==> src/source/MemoryBurstPkg.sv <==
// Memory burst port definitions
// Word, line and address widths plus the burst cycle numbers of the
// internal SDRAM model, shared by every block of the burst port.

package MemoryBurstPkg;

    // data and address widths
    localparam int WordWidth     = 32;
    localparam int LineWords     = 8;                 // also the burst length
    localparam int BankWidth     = 3;                 // log2 of LineWords
    localparam int WordAddrWidth = 10;
    localparam int LineAddrWidth = WordAddrWidth - BankWidth;

    // sdram sequencer counter width
    localparam int SdramCycleWidth = 4;

    // read burst, counted from the ack cycle
    localparam int SdramReadStartCycle   = 2;         // bank 0 address issued
    localparam int SdramReadEnableCycle  = 3;         // first data beat
    localparam int SdramReadDisableCycle = 11;        // first cycle past the window
    localparam int SdramReadEndCycle     = 12;

    // write burst, counted from the ack cycle
    localparam int SdramWriteEnableCycle  = 0;        // first data request
    localparam int SdramWriteStartCycle   = 1;        // bank 0 written
    localparam int SdramWriteDisableCycle = 8;
    localparam int SdramWriteEndCycle     = 9;

    typedef logic [WordWidth-1:0] word_t;

    // word 0 sits in the low bits
    typedef word_t [LineWords-1:0] line_t;

    typedef logic [LineAddrWidth-1:0] lineAddr_t;
    typedef logic [WordAddrWidth-1:0] wordAddr_t;

endpackage

==> src/source/BurstRequestArbiter.sv <==
// Burst request arbiter
// Takes line read and write requests while idle, keeps their addresses
// and drives the SDRAM request levels. A read always runs before a write
// that was taken in the same cycle.

`timescale 1ns/10ps

module BurstRequestArbiter (
    input  logic                      clk,
    input  logic                      rst,
    input  logic                      readLineReq,
    input  MemoryBurstPkg::lineAddr_t readLineAddr,
    input  logic                      writeLineReq,
    input  MemoryBurstPkg::lineAddr_t writeLineAddr,
    input  logic                      readAck,
    input  logic                      writeAck,
    input  logic                      readLineValid,
    input  logic                      writeDone,
    output logic                      readReq,
    output logic                      writeReq,
    output MemoryBurstPkg::wordAddr_t readAddr,
    output MemoryBurstPkg::wordAddr_t writeAddr,
    output logic                      busy
);

    logic readPending;                      // taken, line not yet returned
    logic writePending;                     // taken, last beat not yet sent
    logic readActive;                       // acked by the sdram
    logic writeActive;

    logic readTaken;
    logic writeTaken;

    MemoryBurstPkg::lineAddr_t readLineHeld;
    MemoryBurstPkg::lineAddr_t writeLineHeld;

    assign busy       = readPending || writePending;
    assign readTaken  = readLineReq && !busy;
    assign writeTaken = writeLineReq && !busy;

    // read wins, write waits until the read line is back
    assign readReq  = readPending && !readActive && !writeActive;
    assign writeReq = writePending && !writeActive && !readPending;

    assign readAddr  = {readLineHeld, MemoryBurstPkg::BankWidth'(0)};
    assign writeAddr = {writeLineHeld, MemoryBurstPkg::BankWidth'(0)};

    always_ff @(posedge clk) begin
        if (rst) begin
            readPending  <= 1'b0;
            writePending <= 1'b0;
            readActive   <= 1'b0;
            writeActive  <= 1'b0;
        end else begin
            if (readTaken) begin
                readPending <= 1'b1;
            end else if (readLineValid) begin
                readPending <= 1'b0;
            end
            if (writeTaken) begin
                writePending <= 1'b1;
            end else if (writeDone) begin
                writePending <= 1'b0;
            end
            if (readAck) begin
                readActive <= 1'b1;
            end else if (readLineValid) begin
                readActive <= 1'b0;
            end
            if (writeAck) begin
                writeActive <= 1'b1;
            end else if (writeDone) begin
                writeActive <= 1'b0;
            end
        end
    end

    always_ff @(posedge clk) begin
        if (readTaken) begin
            readLineHeld <= readLineAddr;
        end
        if (writeTaken) begin
            writeLineHeld <= writeLineAddr;
        end
    end

    // the requester has to wait for busy to fall
    noRequestWhileBusy: assert property (@(posedge clk) disable iff (rst)
        busy |-> !(readLineReq || writeLineReq));

    // sdram request levels stay up until acknowledged
    readReqHeld: assert property (@(posedge clk) disable iff (rst)
        (readReq && !readAck) |=> readReq);

endmodule

==> config.mk <==
export PLATFORM = sky130hd
export DESIGN_NAME = BurstRequestArbiter
export DESIGN_NICKNAME = d
export VERILOG_FILES = /design/src/source/MemoryBurstPkg.sv /design/src/source/BurstRequestArbiter.sv
export SDC_FILE = /design/constraint.sdc
export NUM_CORES = 1
export LEC_CHECK = 0
export BUFFER_PORTS_ARGS = -buffer_cell sky130_fd_sc_hd__buf_2
export CAP_MARGIN = 15
export CORE_AREA = 2 2 43 45
export DETAILED_ROUTE_END_ITERATION = 10
export DIE_AREA = 0 0 45 47
export GPL_ROUTABILITY_DRIVEN = 0
export PLACE_DENSITY_LB_ADDON = 0.1
export SLEW_MARGIN = 25
export SYNTH_ARGS = -nofsm -noshare
export SYNTH_HDL_FRONTEND = slang
export SYNTH_SLANG_ARGS = --single-unit
==> constraint.sdc <==
create_clock -name clk -period 2.63 [get_ports clk]
set_input_delay 0.1315 -clock clk [delete_from_list [all_inputs] [get_ports clk]]
set_output_delay 0.1315 -clock clk [all_outputs]
set_load 0.1 [all_outputs]
**Word level (Yosys, flattened, before mapping)**

Index checks and enable logic that the tools add are counted.

- Add/subtract/negate cells: 0
- Multiply operators: 0
- Divide/modulo/power cells: 0
- $lt $le $gt $ge: 0
- Eq/ne operators: 0
- Shifts and indexed selects: 0
- Multiplexer cells: 6
- Bitwise logic cells: 0
- Reduce and logical (&&, ||, !) cells: 15

Operators with widths:

| operator | number |
|---|---|
| nonzero test 2 bit | 4 |
| logical AND 1 bit | 6 |
| 2-to-1 mux 1 bit | 6 |
| logical NOT 1 bit | 4 |
| logical OR 1 bit | 1 |

- Bits in registers: 18
- Latch bits: 0
- Bits in writable memories: 0
- Bits in read-only memories: 0
- Bits of input ports: 22
- Output and inout bits: 23
- Logic and storage cells: 27
- Memories: 0

**Logic depth before layout (Yosys ltp)**

- Depth after elaboration: 4
- Gate-level depth with buffers: 2
- Gate-level depth less buffers: 2

**Worst setup path after synthesis**

No wires, ideal clock.

- Path kind: register to output
- Start: register readPending
- End: output readReq
- Arrival time: 2.626 ns
- Data required time: 2.499 ns
- Setup slack: -0.128 ns
- Cell stages (with the launch flop): 2
- Path buffers: 0
- Cells stage by stage: dfxtp_1 > nor3b_1

- Cells in the longest elaborated chain, start to end: 2

Ends and longest elaborated chain:

| what | line | RTL |
|---|---|---|
| start: declaration | BurstRequestArbiter.sv:26 | `logic readPending;` |
| start signal: assignment | BurstRequestArbiter.sv:50 | `readPending <= 1'b0;` |
| start signal: assignment | BurstRequestArbiter.sv:56 | `readPending <= 1'b1;` |
| start signal: assignment | BurstRequestArbiter.sv:58 | `readPending <= 1'b0;` |
| logical AND 1 bit (2 in a row) | BurstRequestArbiter.sv:42 | `assign readReq = readPending && !readActive && !writeActive;` |
| end: declaration | BurstRequestArbiter.sv:19 | `output logic readReq,` |

Every way passes these cells.

**Final worst setup path**

Ends and elaborated chain as after synthesis.

==> results.cfg <==
[job]
drv_cap = 0

[finish]
design_area_um2 = 920.9
diodes = 0
fill_cells = 148
mostFrequentLayoutCell = buf_2
drive_gt1_share_pct = 55.95
layout_common_cells = buf_2 (38), edfxtp_1 (14), conb_1 (6)
nets = 108
area_growth_pct = 38.87

[setup_path]
critPathKind = reg2out
worst_ep_arrival_time_ns = 1.35
cp_num_buf_inv = 1
reg2reg_slack_ns = 1.39
cp_top_family = flip-flops
required_ns = 2.50
crit_path_max_fanout = 6
r2r-end = readLineHeld[3]
rr_startpoint = readPending
ff2ff_path_depth = 1
cp_cell_sequence = nor3b_2 -> buf_2
slowest_stage = dfxtp_1
cpPeakStageDelay_ns = 0.45
critPathLaunchType = flop
cp-end-kind = output pin

[floorplan]
die_w_um = 45
ios = 45
die_h_um = 47
rows = 15
dieArea_mm2 = 0.002115
coreArea_mm2 = 0.001652
start_util_pct = 40.15

[clock_network]
cts_tree = done
postCtsSetupBuffers = 0
htree_levels = 1
post_cts_resized = 0
ctsLongestPathBuffers = 2
cts-buffers-inserted = 3
clock-root-buffer = clkbuf_4
hold_buffers = 0
clock_latency_ns = 0.27
cts.sinks = 18
clk_pin_slew_ns = 0.09

[synth]
syn_area_um2 = 663.1
syn_area_per_cell_um2 = 16.58
ys_warn_count = 0
synthTopCellsByArea = edfxtp_1 (63%), dfxtp_1 (12%), buf_4 (6.8%)
synth-seq-area-share_pct = 75.47
synthCells = 40
synth_cell_types = 12
synth_top_cell_area_share_pct = 63.40
synth_seq_cells = 18
yosysTopAreaCell = edfxtp_1

[timing]
hold_viol = 0
slew_viol_final = 0
finClkSkew_ns = 0.001198
rsz0062_at_grt = no
finalSetupViolCount = 0
period_share_pct = 56.41
worstMarginPinSlew_ns = 0.5699
tns_ns = 0
fmax_ghz = 0.6741
relSlewSlack_pct = 61.84
post-route-min-period_ns = 1.483

[drt]
drt_wl_total_mm = 1.078
num_vias = 439
initialDrtViolationCount = 4
wl_per_cell_um = 10.67
firstDrtPassIters = 2
ant_nets = 0
route.detailed.drc = 0
avgViaCountPerCell = 4.347

[min_path]
min_path_cells = 1
hp-start = writeLineAddr[2]
hold_class = in2reg
min_to = writeLineHeld[2]

[grt]
grt_first_pass_wirelength_mm = 1.435
overflow = 0
track_usage_pct = 10.08
grt_pass1_vias = 358
antenna_found_initial = 0
grt_max_degree = 10

[pwr]
peakVddDrop_uv = 344.0
power.leakage_nw = 0.4328
powerDensity_mw_per_mm2 = 752.9

[placed_design]
place_area_um2 = 858.3
post-dp-hpwl_um = 850.9
port_buffers = 38

[status]
status = complete, no violations
-- kinds of logic (layout without fill, tap and decap cells) --
group | Yosys count | count (layout) | synth area share, %
other cells | 1 | 6 | 0.5655
simple gates | 9 | 9 | 11.51
compound gates | 4 | 4 | 4.528
flops | 18 | 18 | 75.47
buf+inv | 8 | 47 | 7.924
-- layout make-up --
type | instances | area (µm²) | share of cell area (%)
clock buffer | 3 | 22.52 | 2.446
inverter | 2 | 7.507 | 0.8152
multi-input combinational | 19 | 138.9 | 15.08
sequential | 18 | 500.5 | 54.35
tap | 17 | 21.27 | 2.310
timing repair buffer | 42 | 230.2 | 25.00
-- flip-flops by register name, indices dropped and copies added (netlist names) --
name / count
writeLineHeld: 7
readLineHeld: 7
readPending: 1
readActive: 1
writePending: 1
writeActive: 1
-- layer usage --
layer,part of all wire (%),vias to the layer above,GRT usage [%]
met3,12,0,4.231
met1,35,197,10.98
li1,-,217,-
met5,0,-,0
met4,0,0,7.059
met2,53,25,16.00
-- stage by stage --
stage	worst slack, ns	util (%)	power [mW]	hold WS [ns]	instances
after floorplan	0.8518	-	0.5459	0.2006	45
after global placement	1.411	51.97	0.5731	0.3096	94
after detailed placement	1.374	51.97	0.5741	0.3098	94
after CTS	1.116	53.33	0.6997	0.01107	97
after global routing	1.049	55.76	0.7267	0.00004236	101
final	1.147	55.76	0.6934	0.02716	101
-- Yosys cell counts --
cell type	instances
buf_4	6
or2_1	1
nor3b_2	2
edfxtp_1	14
inv_1	2
dfxtp_1	4
nor2b_2	2
nand2b_1	2
nor3b_1	2
a21oi_1	2
o21ba_1	2
conb_1	1
-- power breakdown --
| part | leakage [nW] | internal [mW] | switching [mW] |
|---|---|---|---|
| Sequential | 0.166 | 0.330 | 0.00875 |
| Clock | 0.0138 | 0.0530 | 0.0697 |
| Combinational | 0.253 | 0.0367 | 0.195 |
| Total | 0.433 | 0.420 | 0.274 |
-- how the worst max path moves through the flow --
stage | from | endpoint | depth (start not counted)
detailed placement | readPending | readLineHeld[1] | 1
global route | readPending | readReq | 2
finish | readPending | readReq | 2
floorplan | readPending | readReq | 1
global placement | readPending | readLineHeld[1] | 1
CTS | readPending | readReq | 2
Note: power is estimated with default switching activity, not from simulation.
