**src/source/MemoryBurstPkg.sv**
```systemverilog
// Memory burst port definitions
// Word, line and address widths plus the burst cycle numbers of the
// internal SDRAM model, shared by every block of the burst port.

package MemoryBurstPkg;

    // data and address widths
    localparam int WordWidth     = 32;
    localparam int LineWords     = 8;                 // also the burst length
    localparam int BankWidth     = 3;                 // log2 of LineWords
    localparam int WordAddrWidth = 10;
    localparam int LineAddrWidth = WordAddrWidth - BankWidth;

    // sdram sequencer counter width
    localparam int SdramCycleWidth = 4;

    // read burst, counted from the ack cycle
    localparam int SdramReadStartCycle   = 2;         // bank 0 address issued
    localparam int SdramReadEnableCycle  = 3;         // first data beat
    localparam int SdramReadDisableCycle = 11;        // first cycle past the window
    localparam int SdramReadEndCycle     = 12;

    // write burst, counted from the ack cycle
    localparam int SdramWriteEnableCycle  = 0;        // first data request
    localparam int SdramWriteStartCycle   = 1;        // bank 0 written
    localparam int SdramWriteDisableCycle = 8;
    localparam int SdramWriteEndCycle     = 9;

    typedef logic [WordWidth-1:0] word_t;

    // word 0 sits in the low bits
    typedef word_t [LineWords-1:0] line_t;

    typedef logic [LineAddrWidth-1:0] lineAddr_t;
    typedef logic [WordAddrWidth-1:0] wordAddr_t;

endpackage

```
**src/source/ReadLineAssembler.sv**
```systemverilog
// Read line assembler
// Collects the eight beats of a read burst into one line and flags the
// line for a single cycle once the last word is in.

`timescale 1ns/10ps

module ReadLineAssembler (
    input  logic                  clk,
    input  logic                  rst,
    input  logic                  readDataEnable,
    input  MemoryBurstPkg::word_t readData,
    output MemoryBurstPkg::line_t readLine,
    output logic                  readLineValid
);

    logic [MemoryBurstPkg::BankWidth-1:0] beatCount;
    logic lastBeat;

    assign lastBeat = (beatCount == MemoryBurstPkg::BankWidth'(MemoryBurstPkg::LineWords - 1));

    always_ff @(posedge clk) begin
        if (rst) begin
            beatCount     <= '0;
            readLineValid <= 1'b0;
        end else begin
            readLineValid <= readDataEnable && lastBeat;    // cycle after beat 8
            if (readDataEnable) begin
                beatCount <= beatCount + 1'b1;
            end
        end
    end

    // beat k goes to slot k, line held until the next burst
    always_ff @(posedge clk) begin
        if (readDataEnable) begin
            readLine[beatCount] <= readData;
        end
    end

endmodule

```
**config.mk**
```make
export PLATFORM = sky130hd
export DESIGN_NAME = ReadLineAssembler
export DESIGN_NICKNAME = d
export VERILOG_FILES = /design/src/source/MemoryBurstPkg.sv /design/src/source/ReadLineAssembler.sv
export SDC_FILE = /design/constraint.sdc
export NUM_CORES = 1
export LEC_CHECK = 0
export BUFFER_PORTS_ARGS = -buffer_cell sky130_fd_sc_hd__buf_2
export CORE_AREA = 5 5 144 146
export CTS_CLUSTER_DIAMETER = 120
export DETAILED_ROUTE_END_ITERATION = 8
export DIE_AREA = 0 0 149 151
export PLACE_DENSITY = 0.71
export SLEW_MARGIN = 10
export SYNTH_ARGS = -nofsm -noshare
export SYNTH_HDL_FRONTEND = slang
export SYNTH_SLANG_ARGS = --single-unit
```
**constraint.sdc**
```tcl
create_clock -name clk -period 3.25 [get_ports clk]
set_clock_uncertainty 0.2 [all_clocks]
set_input_delay 0 -clock clk [delete_from_list [all_inputs] [get_ports clk]]
set_output_delay 0 -clock clk [all_outputs]
set_load 0.02 [all_outputs]
```
Word-level counts from Yosys, hierarchy flattened
Cells that the tools add are included.
{"block": "word_totals", "reg_bits": 260, "wordCells": 19}
{"block": "classes", "addsub": 1, "n_lt_le_gt_ge": 2, "n_eq_ne": 1, "muxes": 3, "n_reduce_logical": 2}
{"cell": "$bwmux 256", "n": 1}
{"cell": "$demux 32 s3", "n": 1}
{"cell": "$mux 32", "n": 1}
{"cell": "$lt 3x4->1 const B", "n": 1}
{"cell": "$add 3x1->3 const B", "n": 1}
{"cell": "$eq 3x3->1 const B", "n": 1}
{"cell": "$ge 3x1->1 const B", "n": 1}
{"cell": "$logic_and 1x1->1", "n": 2}

Logic depth before layout (Yosys ltp)
Gate-level depths: netlist of the first run.
{"block": "logic_depth", "ltp_word": 5, "ltp_mapped": 4}

Worst setup path after synthesis of the first run
Ideal clock, no wire load.
{"block": "synth_timing", "path_kind": "register to register", "start": "reg beatCount[2] (netlist name)", "end": "reg readLine[0] in the netlist's numbering (enable)", "setup_time_ps": 461, "arrival_time_ps": 2700, "setup_slack_ps": -111, "path_stages_with_launch": 3, "path_buffers": 0, "cell_sequence": "dfxtp_1 nand2b_4 nor3_1"}
{"element": "end signal, assigned by index", "line": "ReadLineAssembler.sv:36", "rtl": "readLine[beatCount] <= readData;"}
{"element": "end, declared", "line": "ReadLineAssembler.sv:12", "rtl": "output MemoryBurstPkg::line_t readLine,"}

==> run metrics, run 1 <==
worst reg2reg startpoint beatCount[0]; internal power consumption between 5000 and 6000 uW; number of maximum-capacitance violations 0; Area after DPL around 10000 um^2; x dimension of the die 149 um; synth top area cells sky130_fd_sc_hd__edfxtp_1 (97%), sky130_fd_sc_hd__dfxtp_1 (1.0%), sky130_fd_sc_hd__nor2_1 (0.47%); Synthesized Nets around 320; fin worst setup slack 1.03 ns; clock edge transition at the registers on the reported setup and hold paths 0.06 ns; synth warn 0; number of design-rule violations left by the first detailed-router iteration between 200 and 300; Post-DRT Antenna Nets 0; chip height around 150 um; first-pass GRT wire length ~28000 um; origin of the worst setup path beatCount[0]; start-to-end type of the worst setup path flip-flop to flip-flop; Final Hold Viols 0; cells along the critical path nand2_1 > nor2_4 > buf_4; clock buffer count from CTS 26; Worst Path Max Fanout 18; maximum number of pins on one net before global-route repair 33; Critical-path top delay cell sky130_fd_sc_hd__nor2_4; routed via count 4254; fraction of post-synthesis cell area in the top cell type by area 0.970; Core Box Area 19300 um^2; wire length after detailed routing approximately 20000 um; Worst Path Required around 3.2 ns; mapped cell area 7930 um^2; area growth from synthesis to final layout 39.4%; placed wire-length estimate around 13000 um; starting density of the core 0.411; PD cells around 640 nW/um^2; number of buffers on the longest clock path 3; Max-Slew Margin vs Limit 0.520; number of instances resized during post-cts repair 0; Stages on worst setup path 3; min-delay src rst; Core Rows 51; maximum resistive drop on vdd about 0.47 mV; last weighted congestion value of the routability-driven placer 0.767; total negative setup slack 0 ns; proportion of synthesized chip area in sequential cells 0.980; Sw Ratio 0.201; Arr. time, crit path ~2.2 ns; depth of the worst register-to-register path 3; Total GRT Usage 0.167; number of antenna violations at the first check in global routing 0; pin slew with the least headroom to its limit 0.719 ns; TritonCTS clock tree built; portion of total power attributed to the clock network 0.414; total of endpoints with negative setup slack in the final report 0; nature of the critical path endpoint flip-flop; final critical path time including I/O delays and setup 2.22 ns; Min-Delay Path Depth 3; die area about 22000 um^2; number of max-slew violations in the final report 0; pre-CTS setup slack 1.02 ns; synth unique cells 12; switching power total between 1000 and 1500 uW; insertion delay to the later sink of the worst-skew pair between 0.5 and 0.6 ns; vias in the first global route 4589; crit-path leading delay family simple AND/OR/NAND/NOR gates; root buf cell sky130_fd_sc_hd__clkbuf_16; number of synthesized register bits 260; number of I/O port buffers between 200 and 300; Hold WS 0.0551 ns; fraction of layout cells with a size suffix above 1 0.523; post-route fraction of the period consumed by the critical path 0.683; level count of the clock H-tree 1; part of the total power dissipated in combinational logic 0.045; # nets final 682; clock sinks 260; number of search-and-repair iterations in the first detailed-routing pass 4; sequential power share 0.540; final routed wire length divided by cell count ~21 um; mean post-synth cell area 27.9 um^2; status finished, final reports clean; Boundary Pins 292; classification of the worst-slack hold path input pin to flip-flop; sort of element at the start of the critical path flip-flop; largest stage delay on the critical path 0.56 ns; cell type with the largest total area after synthesis sky130_fd_sc_hd__edfxtp_1; Vias per Instance approximately 4.6; highest attainable clock frequency approximately 450 MHz; global route overflow 0; synthesized instance count between 200 and 300; static power due to leakage between 0.004 and 0.005 uW; WP buf/inv 1; unrepaired setup endpoints after global routing no; post-detailed-route DRC marker count 0; post-route standard cell area excluding fillers about 11000 um^2
through the flow:
step,util,instances,total power (uW)
after floorplan,-,284,4000
final,0.573,930,7030
after detailed placement,0.511,847,4160
after global routing,0.573,929,7270
after global placement,0.511,847,4150
after CTS,0.573,929,7110
registers in the layout, indices dropped and copies added, names as in the netlist:
name           count
readLine         256
beatCount          3
readLineValid      1
worst register-to-register path: stages, from the launching register on:
cell and delay (ns):
sky130_fd_sc_hd__dfxtp_1 0.53, sky130_fd_sc_hd__nand2_1 0.23, sky130_fd_sc_hd__nor2_4 0.56, sky130_fd_sc_hd__buf_4 0.37
path summary, 6_finish.rpt:
check	slack, ns	to
max	1.03	readLine[247]
min reg2reg	0.41	beatCount[2]
min	0.06	beatCount[1]
max reg2reg	1.03	readLine[247]
routing by layer:
layer,global-route usage,share of wire,vias up
li1,-,-,1866
met1,0.206,0.39,2136
met2,0.289,0.50,216
met3,0.0485,0.085,36
met4,0.0471,0.020,0
met5,0,0,-
power groups by stage:
stage               Clock [uW]  Combinational [uW]  Sequential, uW
global route              3130                 339            3800
detailed placement           0                 289            3870
CTS                       2980                 323            3800
global placement             0                 278            3870
finish                    2910                 318            3800
floorplan                    0                41.2            3950
timing repair:
| action | 4_1_cts | 5_1_grt |
|---|---|---|
| endpoints found under the hold margin | 338 | 0 |
| setup buffers | 0 | 0 |
| hold buffers | 35 | 0 |
kinds of logic (layout without fill, tap and decap cells):
kind of cell,count (synthesis),after routing,synth area share
xor gates and xnor gates,1,1,0.00111
DFF,260,260,0.980
adders and majority gates,2,2,0.00316
buffers and inverters,1,381,0.00142
and+or+nand+nor,18,18,0.0117
muxes,2,2,0.00253
other,0,1,0
layout make-up:
class	instances	area, um^2
well taps	265	332
repair buffers	334	1880
flip-flops and latches	260	7770
clock buffers	29	683
diodes	1	2.50
fillers	1444	8220
multi-input cells	23	214
clock inverters	18	169
synthesized netlist by cell type:
cell type / count
sky130_fd_sc_hd__xnor2_1: 1
sky130_fd_sc_hd__nand2_1: 2
sky130_fd_sc_hd__nand2b_1: 2
sky130_fd_sc_hd__nand2_4: 1
sky130_fd_sc_hd__nor3_1: 2
sky130_fd_sc_hd__buf_6: 1
sky130_fd_sc_hd__ha_1: 2
sky130_fd_sc_hd__nand2b_4: 1
sky130_fd_sc_hd__mux2i_1: 2
sky130_fd_sc_hd__nor2_1: 10
sky130_fd_sc_hd__edfxtp_1: 256
sky130_fd_sc_hd__dfxtp_1: 4
cells in the final DEF (no fill, tap or decap), drive strengths merged:
cell,synthesis,layout
edfxtp,256,256
nand2,3,3
mux2i,2,2
ha,2,2
clkbuf,0,29
dfxtp,4,4
dlygate4sd3,0,35
clkinvlp,0,5
buf,1,299
nor2,10,10
nand2b,3,3
clkinv,0,10
nor3,2,2
diode,0,1
bufinv,0,3
xnor2,1,1
No activity file was read; power rests on OpenSTA's default activity.
==> run 2: changes to the inputs <==
Settings changed: PLACE_DENSITY 0.71 to 0.69.
Clock period 3.25 ns to 2.3 ns, I/O delays scaled along.
==> run metrics, run 2 (same netlist as run 1, synthesis figures left out) <==
status finished, final reports clean; Worst Path Max Fanout 12; Arr. time, crit path 1.89 ns; part of the total power dissipated in combinational logic 0.047; post-detailed-route DRC marker count 0; placed wire-length estimate about 14000 um; total power consumption of the routed design slightly below 10000 uW; leading cell types in the layout, fill and taps excluded sky130_fd_sc_hd__buf_2 (291), sky130_fd_sc_hd__edfxtp_1 (256), sky130_fd_sc_hd__dlygate4sd3_1 (35); most common cell after layout, fill and taps aside sky130_fd_sc_hd__buf_2; multi-input combinational cell area around 210 um^2; Sw Ratio 0.197; number of instances resized during post-cts repair 0; Core Rows slightly above 50; Max-Slew Margin vs Limit 0.655; internal power consumption about 7800 uW; pin slew with the least headroom to its limit just over 0.5 ns; area growth from synthesis to final layout 39.5%; total of endpoints with negative setup slack in the final report 0; Total GRT Usage 0.169; number of cells in the design after placement 853; post-route fraction of the period consumed by the critical path 0.827; area occupied by registers between 7000 and 8000 um^2; portion of total power attributed to the clock network 0.399; PD cells 878 nW/um^2; clock buffer count from CTS 25; max FFs per register around 260; clock edge transition at the registers on the reported setup and hold paths roughly 0.060 ns; # nets final 687; sequential power share 0.553; number of maximum-capacitance violations 0; number of search-and-repair iterations in the first detailed-routing pass 4; number of design-rule violations left by the first detailed-router iteration 220; sort of element at the start of the critical path flip-flop; number of buffers inserted by post-CTS setup repair 0; largest registers in the final layout readLine (256), beatCount (3), readLineValid (1); global route overflow 0; vias in the first global route 4449; final-layout fill cell count 1467; switching power total ~1900 uW; chip height about 150 um; number of max-slew violations in the final report 0; routed via count 4278; post-layout instance count excluding filler cells 931; start-to-end type of the worst setup path flip-flop to flip-flop; fraction of layout cells with a size suffix above 1 0.527; number of buffers on the longest clock path 3; maximum number of pins on one net before global-route repair 28; highest attainable clock frequency ~530 MHz; antenna diode instance count 0; Vias per Instance around 4.6; starting density of the core 0.411; number of hold buffers added after cts 35; classification of the worst-slack hold path input pin to flip-flop; final routed wire length divided by cell count 21.5 um; TritonCTS clock tree built; die area approximately 22000 um^2; static power due to leakage 0.00420 uW; first-pass GRT wire length 28300 um; x dimension of the die 149 um; clock sinks 260; insertion delay to the later sink of the worst-skew pair about 0.49 ns; register with the most flip-flops readLine; level count of the clock H-tree 1; unrepaired setup endpoints after global routing no; number of antenna violations at the first check in global routing 0; maximum resistive drop on vdd between 0.5 and 0.6 mV; wire length after detailed routing around 20000 um; Post-DRT Antenna Nets 0; final critical path time including I/O delays and setup roughly 1.9 ns; Boundary Pins 292; Hold WS approximately 0.095 ns; Core Box Area 19300 um^2; Final Hold Viols 0; nature of the critical path endpoint flip-flop; root buf cell sky130_fd_sc_hd__clkbuf_16; post-route standard cell area excluding fillers roughly 11000 um^2; last weighted congestion value of the routability-driven placer 0.772; number of I/O port buffers just under 300; Worst Path Required 2.28 ns; Area after DPL ~10000 um^2
## run 2: cell type report
| class | count | share of cell area |
|---|---|---|
| repair buffers | 340 | 0.177 |
| well taps | 265 | 0.0300 |
| multi-input cells | 23 | 0.0193 |
| flip-flops and latches | 260 | 0.702 |
| clock buffers | 29 | 0.0579 |
| clock inverters | 14 | 0.0130 |
## run 2: power groups by stage
stage	sequential (uW)	combinational, uW	clock, uW
6_report	5370	459	3880
3_5_place_dp	5470	420	0
5_1_grt	5380	491	4170
2_1_floorplan	5590	58.2	0
4_1_cts	5370	468	3970
3_3_place_gp	5470	409	0
## run 2: through the flow
stage               setup WS, ns  setup TNS, ns  utilization
detailed placement         0.365              0        0.515
global placement           0.435              0        0.515
finish                     0.399              0        0.574
global route               0.273              0        0.574
CTS                        0.357              0        0.574
floorplan                 -0.229         -45.13            -
## run 2: per-layer routing
layer	vias to the layer above	GRT usage	routed length, um	share of wire
met5	-	0	0	0
met4	0	0.0371	379	0.019
met3	29	0.0467	1650	0.082
met2	233	0.290	10000	0.50
met1	2140	0.217	7950	0.40
li1	1876	-	-	-
## run 2: worst paths after layout
path / start / end / slack [ns] / cells past startpoint
worst max-delay path: beatCount[0] / readLine[252] / 0.40 / 3
worst min-delay path: rst / readLineValid / 0.1 / 3
worst max register to register: beatCount[0] / readLine[252] / 0.40 / 3
worst min register to register: beatCount[2] / beatCount[2] / 0.40 / 2
## run 2: critical path, cell delays in order (launching register included)
cell and delay, ns:
sky130_fd_sc_hd__dfxtp_1 0.55, sky130_fd_sc_hd__nand2_1 0.23, sky130_fd_sc_hd__nor2_4 0.33, sky130_fd_sc_hd__buf_4 0.29
==> run 3: changes to the inputs <==
Clock period 2.3 ns to 1.8 ns, I/O delays scaled along.
==> run metrics, run 3 (same netlist as run 1, synthesis figures left out) <==
number of max-slew violations in the final report 0; Core Rows between 50 and 60; unrepaired setup endpoints after global routing no; PD cells 1110 nW/um^2; leading cell types in the layout, fill and taps excluded sky130_fd_sc_hd__buf_2 (291), sky130_fd_sc_hd__edfxtp_1 (256), sky130_fd_sc_hd__dlygate4sd3_1 (34); Vias per Instance 4.57; first-pass GRT wire length about 29000 um; final-layout fill cell count 1445; depth of the worst register-to-register path 3; highest attainable clock frequency 594 MHz; min-delay src rst; number of buffers on the longest clock path 3; Min-Delay Path Depth 3; starting density of the core 0.411; pre-CTS setup slack roughly 0.082 ns; worst reg2reg startpoint beatCount[1]; number of cells in the design after placement approximately 850; root buf cell sky130_fd_sc_hd__clkbuf_16; Total GRT Usage 0.170; wire length after detailed routing slightly below 20000 um; # nets final around 690; start-to-end type of the worst setup path flip-flop to flip-flop; origin of the worst setup path beatCount[1]; chip height 151 um; last weighted congestion value of the routability-driven placer roughly 0.79; routed via count 4264; post-layout instance count excluding filler cells 933; number of antenna violations at the first check in global routing 0; maximum resistive drop on vdd a little under 0.7 mV; Boundary Pins between 200 and 300; die area approximately 22000 um^2; area growth from synthesis to final layout 40.4%; clock edge transition at the registers on the reported setup and hold paths approximately 0.06 ns; placed wire-length estimate 13500 um; vias in the first global route roughly 4500; post-route fraction of the period consumed by the critical path 0.936; clock sinks 260; classification of the worst-slack hold path input pin to flip-flop; level count of the clock H-tree 1; Arr. time, crit path approximately 1.7 ns; Critical-path top delay cell sky130_fd_sc_hd__dfxtp_1; final routed wire length divided by cell count 21.3 um; largest stage delay on the critical path between 0.5 and 0.6 ns; Final Hold Viols 0; antenna diode instance count 0; total of endpoints with negative setup slack in the final report 0; nature of the critical path endpoint flip-flop; pin slew with the least headroom to its limit roughly 0.35 ns; fin worst setup slack roughly 0.12 ns; x dimension of the die roughly 150 um; final critical path time including I/O delays and setup ~1.7 ns; endpoint of the worst hold-timing path beatCount[0]; status finished, final reports clean; Max-Slew Margin vs Limit 0.768; endpoint of the worst register-to-register path readLine[228]; number of search-and-repair iterations in the first detailed-routing pass 6; sort of element at the start of the critical path flip-flop; maximum number of pins on one net before global-route repair 33; Post-DRT Antenna Nets 0; clock buffer count from CTS 25; largest registers in the final layout readLine (256), beatCount (3), readLineValid (1); register with the most flip-flops readLine; number of design-rule violations left by the first detailed-router iteration 217; static power due to leakage 0.00422 uW; TritonCTS clock tree built; worst-case register-to-register setup slack ~0.12 ns; number of buffers inserted by post-CTS setup repair 0; fraction of layout cells with a size suffix above 1 0.531; Worst Path Required approximately 1.8 ns; most common cell after layout, fill and taps aside sky130_fd_sc_hd__buf_2; number of maximum-capacitance violations 0; cells along the critical path nand2_1 > nor2_4 > buf_12; number of I/O port buffers between 200 and 300; insertion delay to the later sink of the worst-skew pair around 0.50 ns; Core Box Area 19300 um^2; max FFs per register approximately 260; global route overflow 0; Worst Path Max Fanout 26; post-detailed-route DRC marker count 0
[run 3: critical path, delay by kind of cell (launching register included)]
| kind | cells | cell delay [ns] |
|---|---|---|
| flip-flops | 1 | 0.53 |
| buffers and inverters | 1 | 0.23 |
| AND/OR/NAND/NOR | 2 | 0.40 |
[run 3: worst max-delay path by stage]
stage                     cells past startpoint  slack [ns]            end
after floorplan                               2       -0.31  readLine[224]
after global placement                        3        0.17  readLine[243]
after detailed placement                      3        0.08  readLine[249]
final                                         3        0.12  readLine[228]
after global routing                          3        0.02  readLine[234]
after CTS                                     3        0.07  readLine[228]
[run 3: timing repair]
action	4_1_cts	5_1_grt
hold endpoints to repair	270	0
resized for setup	0	1
hold buffers	34	0
endpoints found under the setup margin	0	26
[run 3: layout make-up]
type | count | area, um^2 | share of cell area
repair buffers | 340 | 2020 | 0.182
well taps | 265 | 332 | 0.0298
flip-flops and latches | 260 | 7770 | 0.699
multi-input cells | 23 | 214 | 0.0192
clock buffers | 33 | 666 | 0.0598
clock inverters | 12 | 120 | 0.0108
[run 3: routing by layer]
layer / share of wire / vias to the layer above / track usage
li1: - / 1877 / -
met1: 0.38 / 2147 / 0.210
met2: 0.52 / 212 / 0.301
met3: 0.080 / 28 / 0.0410
met4: 0.020 / 0 / 0.0503
met5: 0 / - / 0
[run 3: report_power, final]
| part | internal (uW) | total [uW] | switching [uW] |
|---|---|---|---|
| clock | 2900 | 4920 | 2020 |
| combinational | 196 | 597 | 402 |
| sequential | 6810 | 6860 | 52.3 |
[run 3: per-stage QoR]
stage	setup TNS [ns]	util	total power (uW)	hold WS [ns]	area, um^2
6_report	0	0.577	12400	0.0597	11100
5_1_grt	0	0.577	12800	0.0931	11100
4_1_cts	0	0.577	12500	0.0560	11100
3_5_place_dp	0	0.519	7540	0.0352	10000
3_3_place_gp	0	0.519	7520	0.0333	10000
2_1_floorplan	-55.39	-	7220	-0.135	7970
